<file path="src/hw/accel_params.svh">
// SPI clock division, FIFO depths and the APB register map
// of the dual accelerometer reader
`ifndef ACCEL_PARAMS_SVH
`define ACCEL_PARAMS_SVH

// clk cycles per SPI tick, two ticks make one bit
`define ACCEL_CLK_DIV 4

// tag FIFO holds 2**bits characters
`define ACCEL_TAG_DEPTH_BITS 4

// parking space for the channel-1 bytes of one burst
`define ACCEL_CH1_DEPTH 16

// APB word addresses
`define ACCEL_REG_CFG    4'h0
`define ACCEL_REG_CTRL   4'h4
`define ACCEL_REG_TAG    4'h8
`define ACCEL_REG_STATUS 4'hC

`endif

</file>
<file path="src/hw/accel_spi_pkg.sv">
// sensor-side types
// burst configuration and the shared SPI pin bundle
package accel_spi_pkg;

  // one burst as seen by both sensors
  typedef struct packed {
    logic [7:0] cmd;   // command byte, sent MSB first
    logic [3:0] len;   // bytes per burst incl. command byte
    logic       cpha;  // sample on trailing sclk edge when set
    logic       cpol;  // sclk idle level
  } spi_cfg_t;         // 14 bits, laid out as in the CFG register

  // lines driven towards both sensors
  typedef struct packed {
    logic csn;   // active low select, shared
    logic sclk;  // shared clock
    logic mosi;  // shared data out
  } spi_pins_t;

endpackage

</file>
<file path="src/hw/accel_buf_pkg.sv">
// buffer-side types
// tag characters and the byte-wide buffer write beat
package accel_buf_pkg;

  // 6-bit character, ascii 0x20..0x5f range
  typedef logic [5:0] tag_char_t;

  localparam tag_char_t TAG_BANG  = 6'h21; // marks a tag pulse
  localparam tag_char_t TAG_SPACE = 6'h20; // nothing queued

  // one beat towards the BRAM, no back-pressure
  typedef struct packed {
    logic [7:0] data;  // received byte
    logic       wr;    // write strobe, one cycle per byte
    logic       x;     // reset write address before first byte
  } buf_wr_t;

endpackage

</file>
<file path="src/hw/sync_fifo.sv">
// synchronous FIFO with registered look-ahead read data
// payload type and depth set by parameters
`timescale 1ns/1ps

module sync_fifo #(
  parameter type T     = logic [7:0],
  parameter int  DEPTH = 16 // power of two
) (
  input  logic clk,
  input  logic rst,
  input  logic push,
  input  T     push_data,
  input  logic pop,
  output T     pop_data,
  output logic empty,
  output logic full
);

  localparam int AW = $clog2(DEPTH);

  T            mem [DEPTH];
  logic [AW:0] wr_ptr;     // extra msb tells full from empty
  logic [AW:0] rd_ptr;
  logic [AW:0] rd_ptr_nxt; // head address after this cycle's pop

  assign rd_ptr_nxt = rd_ptr + {{AW{1'b0}}, pop};
  assign full       = (wr_ptr[AW] != rd_ptr[AW]) && (wr_ptr[AW-1:0] == rd_ptr[AW-1:0]);

  always_ff @(posedge clk)
  begin
    if (push)
      mem[wr_ptr[AW-1:0]] <= push_data;
    pop_data <= mem[rd_ptr_nxt[AW-1:0]]; // head is ready right after a pop
  end

  always_ff @(posedge clk)
  begin
    if (rst)
    begin
      wr_ptr <= '0;
      rd_ptr <= '0;
      empty  <= 1'b1;
    end
    else
    begin
      wr_ptr <= wr_ptr + {{AW{1'b0}}, push};
      rd_ptr <= rd_ptr_nxt;
      empty  <= (rd_ptr_nxt == wr_ptr); // slot still unwritten, so pop_data not valid yet
    end
  end

  // flow control is the caller's job
  assert property (@(posedge clk) disable iff (rst) push |-> !full)
    else $error("sync_fifo push while full");
  assert property (@(posedge clk) disable iff (rst) pop |-> !empty)
    else $error("sync_fifo pop while empty");

endmodule

</file>
<file path="src/hw/tag_source.sv">
// tag character source for burst tagging
// pulse marker first, then queued characters, space when none
`timescale 1ns/1ps
`include "accel_params.svh"

module tag_source
  import accel_buf_pkg::*;
(
  input  logic      clk,
  input  logic      rst,
  input  logic      tag_push,   // queue one character
  input  tag_char_t tag_char,
  input  logic      tag_pulse,  // request a "!" marker
  input  logic      tag_latch,  // burst start, pick a character
  output tag_char_t tag_out     // held until the next latch
);

  localparam int TAG_DEPTH = 1 << `ACCEL_TAG_DEPTH_BITS;

  logic      pulse_pend; // marker waiting for the next burst
  logic      fifo_pop;
  logic      fifo_empty;
  tag_char_t fifo_head;

  sync_fifo #(
    .T     (tag_char_t),
    .DEPTH (TAG_DEPTH)
  ) u_tag_fifo (
    .clk       (clk),
    .rst       (rst),
    .push      (tag_push),
    .push_data (tag_char),
    .pop       (fifo_pop),
    .pop_data  (fifo_head),
    .empty     (fifo_empty),
    .full      ()
  );

  assign fifo_pop = tag_latch && !pulse_pend && !fifo_empty; // marker wins over queue

  always_ff @(posedge clk)
  begin
    if (rst)
    begin
      pulse_pend <= 1'b0;
      tag_out    <= TAG_SPACE;
    end
    else
    begin
      if (tag_pulse)
        pulse_pend <= 1'b1;           // a new pulse survives a same-cycle latch
      else if (tag_latch)
        pulse_pend <= 1'b0;
      if (tag_latch)
        tag_out <= pulse_pend ? TAG_BANG : fifo_empty ? TAG_SPACE : fifo_head;
    end
  end

endmodule

</file>
<file path="src/hw/accel_spi_seq.sv">
// SPI burst sequencer for two sensors on one shared bus
// MISO capture, tag insertion, channel-1 parking and buffer beats
`timescale 1ns/1ps
`include "accel_params.svh"

module accel_spi_seq
  import accel_spi_pkg::*;
  import accel_buf_pkg::*;
#(
  parameter bit tag_enable = 1'b1 // tag LSBs of every second data byte
) (
  input  logic      clk,
  input  logic      rst,
  input  logic      sync,        // rising edge starts a burst
  input  spi_cfg_t  cfg,
  input  logic      direct_req,
  output logic      direct_en,   // sensors handed to the external mux
  output logic      busy,
  output logic      tag_latch,
  input  tag_char_t tag_in,      // held by tag_source for the whole burst
  output spi_pins_t pins,
  input  logic      miso0,
  input  logic      miso1,
  output buf_wr_t   buf_wr
);

  localparam int DIV_W = $clog2(`ACCEL_CLK_DIV);

  typedef enum logic [1:0] {ST_IDLE, ST_SPI, ST_DRAIN} state_t;

  state_t           state;
  spi_cfg_t         cfg_q;       // configuration frozen at burst start
  logic             sync_q;
  logic             start;
  logic [DIV_W-1:0] div_cnt;     // prescaler
  logic             tick;
  logic [7:0]       step;        // ticks since burst start
  logic [7:0]       step_nxt;
  logic [7:0]       last_half;   // step of the final bit's second half
  logic [7:0]       bit_idx;
  logic [3:0]       byte_idx;    // 0 is the command byte
  logic             in_bits;
  logic             nxt_in_bits;
  logic             csn_r;
  logic             sclk_r;
  logic [7:0]       mosi_sr;
  logic [7:0]       sh0;         // channel-0 shift register
  logic [7:0]       sh1;         // channel-1 shift register
  logic             byte_end;
  logic             tag_here;
  logic [2:0]       tag_i;       // counts tagged bytes from 0
  logic [15:0]      tag_ext;     // tag bits above 5 read as zero
  logic [7:0]       byte0;
  logic [7:0]       byte1;
  logic             ch1_push;
  logic             ch1_pop;
  logic             ch1_empty;
  logic [7:0]       ch1_head;

  assign start       = (state == ST_IDLE) && sync && !sync_q && !direct_en;
  assign tick        = (state == ST_SPI) && (div_cnt == DIV_W'(`ACCEL_CLK_DIV - 1));
  assign step_nxt    = step + 8'd1;
  assign last_half   = {cfg_q.len, 4'h0} + 8'd1;          // len*8 bits, two ticks each
  assign bit_idx     = (step - 8'd2) >> 1;                // bit 0 starts at step 2
  assign byte_idx    = bit_idx[6:3];
  assign in_bits     = (step >= 8'd2) && (step <= last_half);
  assign nxt_in_bits = (step_nxt >= 8'd2) && (step_nxt <= last_half);
  assign byte_end    = tick && in_bits && step[0] && (bit_idx[2:0] == 3'd7);

  // data bytes 2, 4, 6 ... carry one tag bit per channel
  assign tag_here = tag_enable && !byte_idx[0] && (byte_idx != 4'd0);
  assign tag_i    = byte_idx[3:1] - 3'd1;
  assign tag_ext  = {10'd0, tag_in};
  assign byte0    = tag_here ? {sh0[7:1], tag_ext[tag_i]} : sh0;
  assign byte1    = tag_here ? {sh1[7:1], tag_ext[tag_i + 4'd3]} : sh1;

  assign ch1_push = byte_end && (byte_idx != 4'd0);
  assign ch1_pop  = (state == ST_DRAIN) && !ch1_empty;
  assign busy     = (state != ST_IDLE);
  assign pins     = '{csn: csn_r, sclk: sclk_r, mosi: mosi_sr[7]};

  sync_fifo #(
    .T     (logic [7:0]),
    .DEPTH (`ACCEL_CH1_DEPTH)
  ) u_ch1_fifo (
    .clk       (clk),
    .rst       (rst),
    .push      (ch1_push),
    .push_data (byte1),
    .pop       (ch1_pop),
    .pop_data  (ch1_head),
    .empty     (ch1_empty),
    .full      ()
  );

  always_ff @(posedge clk)
  begin
    if (rst)
    begin
      state     <= ST_IDLE;
      sync_q    <= 1'b0;
      div_cnt   <= '0;
      step      <= '0;
      csn_r     <= 1'b1;
      sclk_r    <= cfg.cpol;
      mosi_sr   <= '0;
      direct_en <= 1'b0;
      tag_latch <= 1'b0;
      buf_wr.wr <= 1'b0;
      buf_wr.x  <= 1'b0;
    end
    else
    begin
      sync_q    <= sync;
      tag_latch <= start && tag_enable;
      buf_wr.wr <= 1'b0;                  // beats are one-cycle pulses
      buf_wr.x  <= 1'b0;
      case (state)
        ST_IDLE:
        begin
          sclk_r <= cfg.cpol;             // idle level tracks the live setting
          if (start)
          begin
            state   <= ST_SPI;
            cfg_q   <= cfg;
            div_cnt <= '0;
            step    <= '0;
            mosi_sr <= cfg.cmd;
          end
          else
            direct_en <= direct_req;      // grant moves only between bursts
        end
        ST_SPI:
        begin
          div_cnt <= tick ? '0 : div_cnt + 1'b1;
          if (tick)
          begin
            step   <= step_nxt;
            sclk_r <= cfg_q.cpol ^ (nxt_in_bits && (step_nxt[0] ^ cfg_q.cpha));
            if (step == 8'd0)
              csn_r <= 1'b0;              // select one tick after start
            if (step == last_half + 8'd1)
            begin
              csn_r <= 1'b1;
              state <= ST_DRAIN;
            end
            if (in_bits && !step[0])
            begin
              sh0 <= {sh0[6:0], miso0};   // capture edge, end of first half
              sh1 <= {sh1[6:0], miso1};
            end
            if (in_bits && step[0])
              mosi_sr <= {mosi_sr[6:0], 1'b0}; // next command bit, zeros after
          end
          if (byte_end)
          begin
            if (byte_idx == 4'd0)
              buf_wr.x <= 1'b1;           // address reset ahead of first data byte
            else
            begin
              buf_wr.wr   <= 1'b1;
              buf_wr.data <= byte0;
            end
          end
        end
        ST_DRAIN:
        begin
          if (ch1_pop)
          begin
            buf_wr.wr   <= 1'b1;          // parked channel-1 bytes back to back
            buf_wr.data <= ch1_head;
          end
          else
            state <= ST_IDLE;
        end
        default: state <= ST_IDLE;
      endcase
    end
  end

  assert property (@(posedge clk) disable iff (rst) (state == ST_IDLE) |-> pins.csn)
    else $error("csn low outside a burst");
  assert property (@(posedge clk) disable iff (rst) start |-> (cfg.len >= 4'd2))
    else $error("burst started with len below 2");

endmodule

</file>
<file path="src/hw/accel_apb_regs.sv">
// APB slave of the accelerometer reader
// CFG and CTRL registers, tag push and pulse strobes, status readback
`timescale 1ns/1ps
`include "accel_params.svh"

module accel_apb_regs
  import accel_spi_pkg::*;
  import accel_buf_pkg::*;
(
  input  logic        clk,
  input  logic        rst,
  input  logic        psel,
  input  logic        penable,
  input  logic        pwrite,
  input  logic [3:0]  paddr,
  input  logic [31:0] pwdata,
  output logic [31:0] prdata,
  output logic        pready,
  output spi_cfg_t    cfg,
  output logic        direct_req,
  output logic        tag_push,
  output tag_char_t   tag_char,
  output logic        tag_pulse,
  input  logic        direct_en,
  input  logic        busy
);

  localparam int CW = $bits(spi_cfg_t);

  logic wr_en; // access phase of a write

  assign pready = 1'b1;                 // no wait states
  assign wr_en  = psel && penable && pwrite;

  always_ff @(posedge clk)
  begin
    if (rst)
    begin
      cfg        <= '{cmd: 8'h01, len: 4'd10, cpha: 1'b0, cpol: 1'b0};
      direct_req <= 1'b0;
      tag_push   <= 1'b0;
      tag_pulse  <= 1'b0;
    end
    else
    begin
      tag_push  <= wr_en && (paddr == `ACCEL_REG_TAG);
      tag_pulse <= wr_en && (paddr == `ACCEL_REG_CTRL) && pwdata[1]; // self-clearing
      if (wr_en && (paddr == `ACCEL_REG_CFG))
        cfg <= spi_cfg_t'(pwdata[CW-1:0]);
      if (wr_en && (paddr == `ACCEL_REG_CTRL))
        direct_req <= pwdata[0];
    end
  end

  always_ff @(posedge clk)
  begin
    if (wr_en && (paddr == `ACCEL_REG_TAG))
      tag_char <= pwdata[5:0];          // valid alongside tag_push
  end

  always_comb
  begin
    prdata = '0;
    case (paddr)
      `ACCEL_REG_CFG:    prdata[CW-1:0] = cfg;
      `ACCEL_REG_CTRL:   prdata[0]      = direct_req;
      `ACCEL_REG_STATUS: prdata[1:0]    = {busy, direct_en};
      default:           prdata         = '0; // TAG is write-only
    endcase
  end

  // access phase needs its setup cycle
  assert property (@(posedge clk) disable iff (rst)
    (psel && penable) |-> $past(psel && !penable))
    else $error("APB access without setup phase");

endmodule

</file>
<file path="src/hw/accel_reader_top.sv">
// top level of the dual accelerometer reader
// APB registers, tag source and SPI burst sequencer
`timescale 1ns/1ps

module accel_reader_top
  import accel_spi_pkg::*;
  import accel_buf_pkg::*;
(
  input  logic        clk,
  input  logic        rst,
  input  logic        psel,
  input  logic        penable,
  input  logic        pwrite,
  input  logic [3:0]  paddr,
  input  logic [31:0] pwdata,
  output logic [31:0] prdata,
  output logic        pready,
  input  logic        sync,
  output spi_pins_t   pins,
  input  logic        miso0,
  input  logic        miso1,
  output buf_wr_t     buf_wr,
  output logic        direct_en
);

  spi_cfg_t  cfg;
  logic      direct_req;
  logic      tag_push;
  tag_char_t tag_char;
  logic      tag_pulse;
  logic      tag_latch;
  tag_char_t tag_sel;    // character for the current burst
  logic      busy;

  accel_apb_regs u_regs (
    .clk        (clk),
    .rst        (rst),
    .psel       (psel),
    .penable    (penable),
    .pwrite     (pwrite),
    .paddr      (paddr),
    .pwdata     (pwdata),
    .prdata     (prdata),
    .pready     (pready),
    .cfg        (cfg),
    .direct_req (direct_req),
    .tag_push   (tag_push),
    .tag_char   (tag_char),
    .tag_pulse  (tag_pulse),
    .direct_en  (direct_en),
    .busy       (busy)
  );

  tag_source u_tag (
    .clk       (clk),
    .rst       (rst),
    .tag_push  (tag_push),
    .tag_char  (tag_char),
    .tag_pulse (tag_pulse),
    .tag_latch (tag_latch),
    .tag_out   (tag_sel)
  );

  accel_spi_seq #(
    .tag_enable (1'b1)
  ) u_seq (
    .clk        (clk),
    .rst        (rst),
    .sync       (sync),
    .cfg        (cfg),
    .direct_req (direct_req),
    .direct_en  (direct_en),
    .busy       (busy),
    .tag_latch  (tag_latch),
    .tag_in     (tag_sel),
    .pins       (pins),
    .miso0      (miso0),
    .miso1      (miso1),
    .buf_wr     (buf_wr)
  );

endmodule

</file>
<file path="config.mk">
export PLATFORM = sky130hd
export DESIGN_NAME = accel_reader_top
export DESIGN_NICKNAME = d
export VERILOG_FILES = /design/src/hw/accel_spi_pkg.sv /design/src/hw/accel_buf_pkg.sv /design/src/hw/sync_fifo.sv /design/src/hw/tag_source.sv /design/src/hw/accel_spi_seq.sv /design/src/hw/accel_apb_regs.sv /design/src/hw/accel_reader_top.sv
export VERILOG_INCLUDE_DIRS = /design/src /design/src/hw
export SDC_FILE = /design/constraint.sdc
export NUM_CORES = 1
export LEC_CHECK = 0
export ABC_AREA = 1
export BUFFER_PORTS_ARGS = -buffer_cell sky130_fd_sc_hd__buf_2
export CAP_MARGIN = 20
export CORE_ASPECT_RATIO = 2
export CORE_UTILIZATION = 50
export CTS_CLUSTER_SIZE = 28
export DETAILED_ROUTE_END_ITERATION = 10
export PLACE_DENSITY = 0.7
export SYNTH_ARGS = -nofsm -noshare
export SYNTH_HDL_FRONTEND = slang
export SYNTH_HIERARCHICAL = 1
export SYNTH_SLANG_ARGS = --single-unit
</file>
<file path="constraint.sdc">
create_clock -name clk -period 2.5 [get_ports clk]
set_input_delay 0.125 -clock clk [delete_from_list [all_inputs] [get_ports clk]]
set_output_delay 0.125 -clock clk [all_outputs]
set_load 0.1 [all_outputs]
</file>
# ---- Yosys cells after proc, flatten, opt, wreduce, memory -nomap -nowiden
# Memories as Yosys holds them, arrays and structs flattened. A register that Yosys moved wholly into a read port is not among the register bits.
# Cells that the tools add are included.
dict set report word_totals {
  ff_bits 109
  n_memories 2
  out_inout_bits 47
  mem_bits_rw 224
  input_bits 44
  elab_cells 171
}
# name depth word_bits rd rd_clocked_by_memory_dff write_ports line
set memory_table {}
lappend memory_table {u_seq.u_ch1_fifo.mem 16 8 1 1 1 sync_fifo.sv:21} ;# T mem [DEPTH];
lappend memory_table {u_tag.u_tag_fifo.mem 16 6 1 1 1 sync_fifo.sv:21}
dict set report op_classes {
  reduce_logical 52
  magnitude_cmp 6
  bitwise 6
  add_sub_neg 11
  eq_ne 19
  n_mux 42
}
# op n
set ops {}
lappend ops {{two-way mux 8 bit} 5}
lappend ops {{case mux 8 bit (2 select lines)} 2}
lappend ops {{adder 8 x 1 -> 8 bit (second input constant)} 3}
lappend ops {{logical AND 1 bit} 23}
lappend ops {{adder 5 x 1 -> 5 bit} 4}
lappend ops {{two-way mux 9 bit} 2}
lappend ops {{case mux 9 bit (2 select lines)} 1}
lappend ops {{>= comparator 8 x 2 -> 1 bit (second input constant)} 2}
lappend ops {{less-or-equal comparator 8 bit} 2}
lappend ops {{two-way mux 1 bit} 15}
lappend ops {{two-way mux 12 bit} 1}
lappend ops {{two-way mux 2 bit} 6}
lappend ops {{two-way mux 6 bit} 2}
lappend ops {{AND reduction 4 bit} 3}
lappend ops {{== test 5 bit} 2}
lappend ops {{two-way mux 10 bit} 1}
lappend ops {{inequality test 2 bit (second input constant)} 5}
lappend ops {{nonzero test 2 bit} 5}
lappend ops {{AND reduction 3 bit} 3}
lappend ops {{== test 4 bit (second input constant)} 2}
lappend ops {{== test 8 bit} 1}
lappend ops {{logical NOT 4 bit} 2}
lappend ops {{logical NOT 8 bit} 1}
lappend ops {{subtractor 8 x 2 -> 8 bit (second input constant)} 1}
lappend ops {{other kinds (26)} 42}

# ---- Longest topological paths before layout
# Gate-level depths: netlist of the first run.
dict set report logic_depth {
  depth_word 9
  mapped_depth 16
  depth_no_buf 15
}

# ---- By module
# The synthesis of the first run kept the hierarchy.
# module instances area_each_um2 cells_per_inst seq_area_each_um2
set by_module_without_submodules {}
lappend by_module_without_submodules {{sync_fifo (u_seq.u_ch1_fifo)} 1 6412.4 632 4224.1}
lappend by_module_without_submodules {{sync_fifo (u_tag.u_tag_fifo)} 1 5007.3 503 3223.1}
lappend by_module_without_submodules {accel_spi_seq 1 3106.7 368 1451.4}
lappend by_module_without_submodules {accel_apb_regs 1 1282.5 167 520.5}
lappend by_module_without_submodules {tag_source 1 270.3 36 140.1}

# ---- Worst setup path before layout of the first run
# No wires, ideal clock.
dict set report synth_timing {
  path_kind {reg-to-reg}
  start {register u_seq.step[7]}
  end {register u_seq.sh0[0], enable pin}
  synth_period_minus_slack_ns 2.641
  path_slack_ns -0.141
  stages_incl_launch_ff 8
  path_buffers 0
  arrival_ns 2.231
  t_required_ns 2.091
  setup_time_ns 0.409
  path_cell_list {dfxtp_1 ha_1 nand2_1 nor2_1 nand3_1 nand2_1 nand3_1 nor3_1}
}
dict set report synth_via {
  elab_chain_len 4
  elab_cells_between_ends 5
  cone_classes {order compare: 2; reduce/logical: 3}
}
# element line
set synth_lines {}
lappend synth_lines {{start: declaration} accel_spi_seq.sv:37} ;# logic [7:0] step;
lappend synth_lines {{start signal: assignment} accel_spi_seq.sv:138} ;# step <= step_nxt;
lappend synth_lines {{>= comparator 8 x 2 -> 1 bit or less-or-equal comparator 8 bit (tied branches)} accel_spi_seq.sv:66} ;# assign in_bits = (step >= 8'd2) && (step <= last_half);
lappend synth_lines {{logical AND 1 bit (*)} accel_spi_seq.sv:66}
lappend synth_lines {{logical AND 1 bit (*)} accel_spi_seq.sv:147} ;# if (in_bits && !step[0])
lappend synth_lines {{AND reduction 4 bit (no line) (*)} --}
lappend synth_lines {{end signal: assignment} accel_spi_seq.sv:149} ;# sh0 <= {sh0[6:0], miso0};
lappend synth_lines {{end: declaration} accel_spi_seq.sv:47} ;# logic [7:0] sh0;
# Mark *: on every way between the ends. The rest lies on a longest branch, timed or not.
# A chain may end at the register's enable or synchronous reset.

# ---- Final worst setup path of the first run
dict set report layout_timing {
  start {register u_seq.step[1]}
  end {memory u_seq/u_ch1_fifo/mem[4][0] in the netlist's numbering, data pin}
}
dict set report layout_via {
  elab_chain_len 6
  elab_cells_between_ends 9
  cone_classes {add/sub: 3; mux: 3; reduce/logical: 3}
}
# element line
set layout_lines {}
lappend layout_lines {{subtractor 8 x 2 -> 8 bit (*)} accel_spi_seq.sv:64} ;# assign bit_idx = (step - 8'd2) >> 1;
lappend layout_lines {{subtractor 3 x 1 -> 3 bit} accel_spi_seq.sv:72} ;# assign tag_i = byte_idx[3:1] - 3'd1;
lappend layout_lines {{adder 3 x 2 -> 4 bit} accel_spi_seq.sv:75} ;# assign byte1 = tag_here ? {sh1[7:1], tag_ext[tag_i + 4'd3]} : sh1;
lappend layout_lines {{binary-select mux 1 bit (select 4 bit)} accel_spi_seq.sv:75}
lappend layout_lines {{two-way mux 1 bit (implied by the code)} accel_spi_seq.sv:75}
lappend layout_lines {{two-way mux 1 bit (*)} accel_spi_seq.sv:75}
lappend layout_lines {{via u_seq.byte1[0]} accel_spi_seq.sv:54} ;# logic [7:0] byte1;
lappend layout_lines {{end: declaration} sync_fifo.sv:21}
# Mark *: on every way through the listed nets, which the timed path passes. The rest lies on a longest branch. The select of a mux whose other input is x is not followed.

==> flow_metrics.env, run 1 <==
export IMPL_final_common_cell="nand2_1"
export IMPL_drive_gt1_share_pct=13.2
export IMPL_dp_hpwl_um=26600
export IMPL_htreeDepth=1
export IMPL_endpoint_kind="register"
export IMPL_cp_startpoint="u_seq/step[1]"
export IMPL_maxCapViolations=0
export IMPL_syn_area_um2=16000
export IMPL_min_from="pwrite"
export IMPL_status="complete, no violations"
export IMPL_arrival_ns=2.67
export IMPL_syn_inst=1690
export IMPL_rows=92
export IMPL_crit_type="reg2reg"
export IMPL_avgSynthCellArea_um2=9.47
export IMPL_grt_pass1_vias=11100
export IMPL_fin_nets=1863
export IMPL_initial_core_util_pct=50.7
export IMPL_power_net_switching_mw=3.46
export IMPL_clock_latency_ns=0.59
export IMPL_switching_share_pct=27.1
export IMPL_hold_slack_ns=0.0321
export IMPL_fin_skew_ns=0.0289
export IMPL_tritoncts="built"
export IMPL_cp_required_ns=2.83
export IMPL_drt_iter0_markers=681
export IMPL_combPwrFrac_pct=13.7
export IMPL_cts_sinks=347
export IMPL_cts_max_path_buffers=3
export IMPL_drt_wl_total_um=37800
export IMPL_fin_crit_ns=2.34
export IMPL_cts_root_buffer="clkbuf_16"
export IMPL_numCtsBuffers=30
export IMPL_tightestPinTransition_ns=0.798
export IMPL_gr_total_overflow=0
export IMPL_path_clk_slew_ns=0.07
export IMPL_crit_path_start_kind="register"
export IMPL_final_cell_mix="nand2_1 (457), edfxtp_1 (261), inv_1 (251), nand3_1 (197), nor2_1 (122)"
export IMPL_drc=0
export IMPL_fp_dieH_um=255
export IMPL_timing_final_crit_share_pct=93.7
export IMPL_power_density_nw_per_um2=705
export IMPL_final_max_slew_viol_count=0
export IMPL_antenna_left=0
export IMPL_pwr_share_clk_pct=36.5
export IMPL_intPower_mw=9.31
export IMPL_place_congestion=0.939
export IMPL_routedWlPerCell_um=16.9
export IMPL_r2r_start="u_seq/step[1]"
export IMPL_vdd_drop_max_mv=0.624
export IMPL_portBuffers=53
export IMPL_fmax_ghz=0.427
export IMPL_die_area_um2=32800
export IMPL_seq_power_share_pct=49.8
export IMPL_fin_setup_tns_ns=0
export IMPL_fp_coreArea_um2=31500
export IMPL_dieWidth_um=128
export IMPL_p_leak_nw=7.79
export IMPL_via_per_inst=5.11
export IMPL_rsz0062_at_grt="no"
export IMPL_antenna_found_initial=0
export IMPL_ioPinCount=91
export IMPL_track_usage_pct=23.2
export IMPL_grt_pass1_wl_um=56900
export IMPL_finalHoldViolations=0
export IMPL_syn2layout_area_growth_pct=13.2
export IMPL_min_path_type="in2reg"
export IMPL_cp_max_fo=16
export IMPL_relSlewSlack_pct=46.8
export IMPL_dr_pass1_iters=5
export IMPL_vias=11400
export IMPL_synth_warnings=6
export IMPL_grt_max_degree=67
export IMPL_finalSetupViolCount=0
[path summary, 6_finish.rpt]
check | end | slack, ns | cells after the start
hold reg to reg | u_tag/pulse_pend | 0.46 | 2
setup reg to reg | u_seq/u_ch1_fifo/mem[4][0] | 0.16 | 11
hold / removal | u_regs/tag_pulse | 0.03 | 3
setup / recovery | u_seq/u_ch1_fifo/mem[4][0] | 0.16 | 11
[per-stage QoR]
step / setup slack [ns] / area [µm²] / instances / utilization [%] / power, mW
floorplan: 0.224 / 16100 / 1707 / - / 7.83
global placement: 0.0791 / 16700 / 2147 / 53.0 / 8.13
detailed placement: 0.0496 / 16700 / 2147 / 53.0 / 8.16
CTS: 0.0997 / 18000 / 2234 / 57.2 / 12.8
global route: 0.00542 / 18100 / 2236 / 57.4 / 13.2
finish: 0.157 / 18100 / 2237 / 57.4 / 12.8
[sequential cells by signal (all words and copies together), names as in the netlist, 5 cells and up]
register and cells:
u_tag/u_tag_fifo/wr_ptr 5, u_tag/tag_out 6, u_seq/step 8, u_seq/cfg_q 6, u_tag/u_tag_fifo/pop_data 6, u_seq/sh0 8
u_seq/u_ch1_fifo/mem 128, u_seq/u_ch1_fifo/pop_data 8, u_tag/u_tag_fifo/rd_ptr 5, u_seq/mosi_sr 8, u_seq/u_ch1_fifo/wr_ptr 5, u_regs/tag_char 6
u_regs/cfg 14, u_seq/buf_wr 10, u_tag/u_tag_fifo/mem 96, u_seq/sh1 8, u_seq/u_ch1_fifo/rd_ptr 5
[metal layers]
layer	wire length, µm	up-vias	share of wire (%)	GRT usage, %
met5	0	-	0	0
met4	2720	0	7.2	16.8
met3	1300	126	3.4	2.59
met2	21700	300	57	46.9
met1	12100	5412	32	20.3
li1	-	5598	-	-
[critical path, stage by stage (launching register included)]
cell and delay (ns):
dfxtp_2 0.37, nor2_4 0.17, nand3_2 0.14, xor2_2 0.18, ha_1 0.22, xnor2_2 0.23, xnor2_2 0.12, xor2_1 0.16
nand3b_1 0.17, nand2_1 0.08, nand2_1 0.08, buf_12 0.16
[cell type report]
type	count	area, µm²
fillers	2667	13400
flip-flops and latches	347	9560
multi-input cells	1012	5000
repair buffers	132	1020
inverters	266	1010
clock buffers	39	805
well taps	423	529
clock inverters	17	183
diodes	1	2.50
[what timing repair did]
action | 4_1_cts | 5_1_grt
gates resized for setup | 1 | 14
endpoints found under the setup margin | 4 | 149
setup buffers | 0 | 1
hold endpoints to repair | 31 | 0
pin swaps | 0 | 3
cloned | 0 | 1
hold buffers | 31 | 0
[power groups by stage]
stage / registers (mW) / clock network [mW] / logic [mW]
3_5_place_dp: 6.49 / 0 / 1.67
6_report: 6.37 / 4.66 / 1.75
4_1_cts: 6.36 / 4.75 / 1.72
5_1_grt: 6.38 / 4.93 / 1.88
2_1_floorplan: 6.74 / 0 / 1.09
3_3_place_gp: 6.48 / 0 / 1.65
(Power assumes the default switching activity.)
==> run 2: changes to the inputs <==
--- a/config.mk
+++ b/config.mk
@@ -10,10 +10,9 @@
 export BUFFER_PORTS_ARGS = -buffer_cell sky130_fd_sc_hd__buf_2
 export CAP_MARGIN = 20
 export CORE_ASPECT_RATIO = 2
-export CORE_UTILIZATION = 50
+export CORE_UTILIZATION = 45
 export CTS_CLUSTER_SIZE = 28
 export DETAILED_ROUTE_END_ITERATION = 10
-export PLACE_DENSITY = 0.7
 export SYNTH_ARGS = -nofsm -noshare
 export SYNTH_HDL_FRONTEND = slang
 export SYNTH_HIERARCHICAL = 1
==> flow_metrics.env, run 2 (synthesized netlist as in run 1, its figures left out) <==
export IMPL_status="complete, no violations"
export IMPL_finalSetupViolCount=0
export IMPL_die_area_um2=36400
export IMPL_fin_nets=1871
export IMPL_cp_max_fo=20
export IMPL_finalHoldViolations=0
export IMPL_pwr_share_clk_pct=37.2
export IMPL_dieWidth_um=135
export IMPL_p_leak_nw=7.83
export IMPL_holdPathEnd="u_regs/tag_pulse"
export IMPL_drt_wl_total_um=38100
export IMPL_drive_gt1_share_pct=13.4
export IMPL_antenna_cells=0
export IMPL_fp_dieH_um=269
export IMPL_fin_setup_tns_ns=0
export IMPL_antenna_left=0
export IMPL_maxCapViolations=0
export IMPL_drc=0
export IMPL_numCtsBuffers=30
export IMPL_cts_sinks=347
export IMPL_power_mw=12.9
export IMPL_r2r_start="u_seq/state[0]"
export IMPL_reg2reg_setup_slack_ns=0.11
export IMPL_initial_core_util_pct=45.6
export IMPL_grt_pass1_vias=11300
export IMPL_track_usage_pct=21.7
export IMPL_switching_share_pct=27.1
export IMPL_final_common_cell="nand2_1"
export IMPL_min_from="pwrite"
export IMPL_cp_startpoint="u_seq/state[0]"
export IMPL_fin_skew_ns=0.0228
export IMPL_syn2layout_area_growth_pct=14.0
export IMPL_combPwrFrac_pct=13.5
export IMPL_cts_root_buffer="clkbuf_16"
export IMPL_gr_total_overflow=0
export IMPL_seq_power_share_pct=49.3
export IMPL_drt_iter0_markers=470
export IMPL_dr_pass1_iters=5
export IMPL_whs_path_depth=3
export IMPL_tightestPinTransition_ns=0.865
export IMPL_reg2reg_to="u_seq/u_ch1_fifo/pop_data[1]"
export IMPL_cp_required_ns=3.01
export IMPL_vias=11200
export IMPL_final_cell_area_um2=18200
export IMPL_endpoint_kind="register"
export IMPL_rr_worst_depth=12
export IMPL_ioPinCount=91
export IMPL_grt_pass1_wl_um=59400
export IMPL_largest_reg_flops=128
export IMPL_cts_max_path_buffers=3
export IMPL_tritoncts="built"
export IMPL_arrival_ns=2.89
export IMPL_grt_max_degree=44
export IMPL_crit_type="reg2reg"
export IMPL_min_path_type="in2reg"
export IMPL_relSlewSlack_pct=42.3
export IMPL_dp_hpwl_um=27200
export IMPL_multiInputGateArea_um2=4980
export IMPL_place_area_um2=16800
export IMPL_power_density_nw_per_um2=707
export IMPL_fill_cells=3196
export IMPL_path_clk_slew_ns=0.07
export IMPL_vdd_drop_max_mv=0.628
export IMPL_final_cell_mix="nand2_1 (457), edfxtp_1 (261), inv_1 (251), nand3_1 (199), nor2_1 (123)"
export IMPL_power_net_switching_mw=3.50
export IMPL_intPower_mw=9.39
export IMPL_htreeDepth=1
export IMPL_clock_latency_ns=0.59
export IMPL_rsz0062_at_grt="yes"
export IMPL_via_per_inst=4.95
export IMPL_timing_final_crit_share_pct=95.4
export IMPL_dpl_cell_count=2176
export IMPL_fin_util_pct=52.0
export IMPL_crit_path_start_kind="register"
export IMPL_portBuffers=53
export IMPL_final_max_slew_viol_count=0
export IMPL_regArea_um2=9570
export IMPL_fin_crit_ns=2.39
export IMPL_antenna_found_initial=0
export IMPL_fp_coreArea_um2=35100
export IMPL_fin_cells=2265
export IMPL_routedWlPerCell_um=16.8
export IMPL_place_congestion=0.889
export IMPL_rows=97
export IMPL_fmax_ghz=0.419
[run 2: worst max path at each step]
stage / to / slack, ns / depth (start not counted)
floorplan: u_seq/u_ch1_fifo/mem[12][0] / 0.22 / 10
finish: u_seq/u_ch1_fifo/pop_data[1] / 0.11 / 12
CTS: u_seq/u_ch1_fifo/mem[7][0] / 0.03 / 11
detailed placement: u_seq/u_ch1_fifo/mem[3][0] / 0.07 / 11
global route: u_seq/u_ch1_fifo/mem[3][1] / -0.07 / 12
global placement: u_seq/u_ch1_fifo/mem[2][5] / 0.11 / 12
[run 2: layout make-up]
| cell class | instances | share of cell area, % |
|---|---|---|
| Clock buffer | 33 | 4.23 |
| Multi-Input combinational cell | 1012 | 27.3 |
| Clock inverter | 22 | 1.39 |
| Inverter | 266 | 5.53 |
| Tap cell | 445 | 3.05 |
| Timing Repair Buffer | 140 | 6.05 |
| Sequential cell | 347 | 52.4 |
[run 2: per-stage QoR]
stage / setup WS [ns] / hold slack (ns)
finish: 0.114 / 0.0436
global route: -0.0710 / 0.0531
CTS: 0.0308 / 0.0167
detailed placement: 0.0677 / 0.306
global placement: 0.109 / 0.301
floorplan: 0.224 / 0.194
[run 2: power groups by stage]
stage                     Clock (mW)  Combinational, mW  Sequential (mW)
after floorplan                    0               1.09             6.74
after global placement             0               1.68             6.48
after detailed placement           0               1.69             6.48
after CTS                       4.93               1.74             6.35
after global routing            5.11               1.90             6.37
final                           4.79               1.74             6.36
[run 2: metal layers]
metal | GRT usage, % | wire (µm)
met5 | 0 | 0
met4 | 10.9 | 1700
met3 | 1.99 | 1180
met2 | 45.6 | 22900
met1 | 19.5 | 12300
[run 2: what timing repair did]
action,in CTS,in global routing
hold buffers,34,0
endpoints found under the hold margin,31,0
endpoints found under the setup margin,0,144
setup buffers,0,0
resized for setup,0,11
[run 2: worst max-delay path, stage by stage (launching register included)]
cell     delay [ns]
dfxtp_1        0.34
inv_1          0.08
ha_1           0.21
inv_1          0.05
nor2_1         0.04
buf_4          0.14
ha_2           0.20
ha_1           0.31
buf_4          0.30
nand3_1        0.15
nand3_2        0.09
nand3_1        0.16
nand2_1        0.21
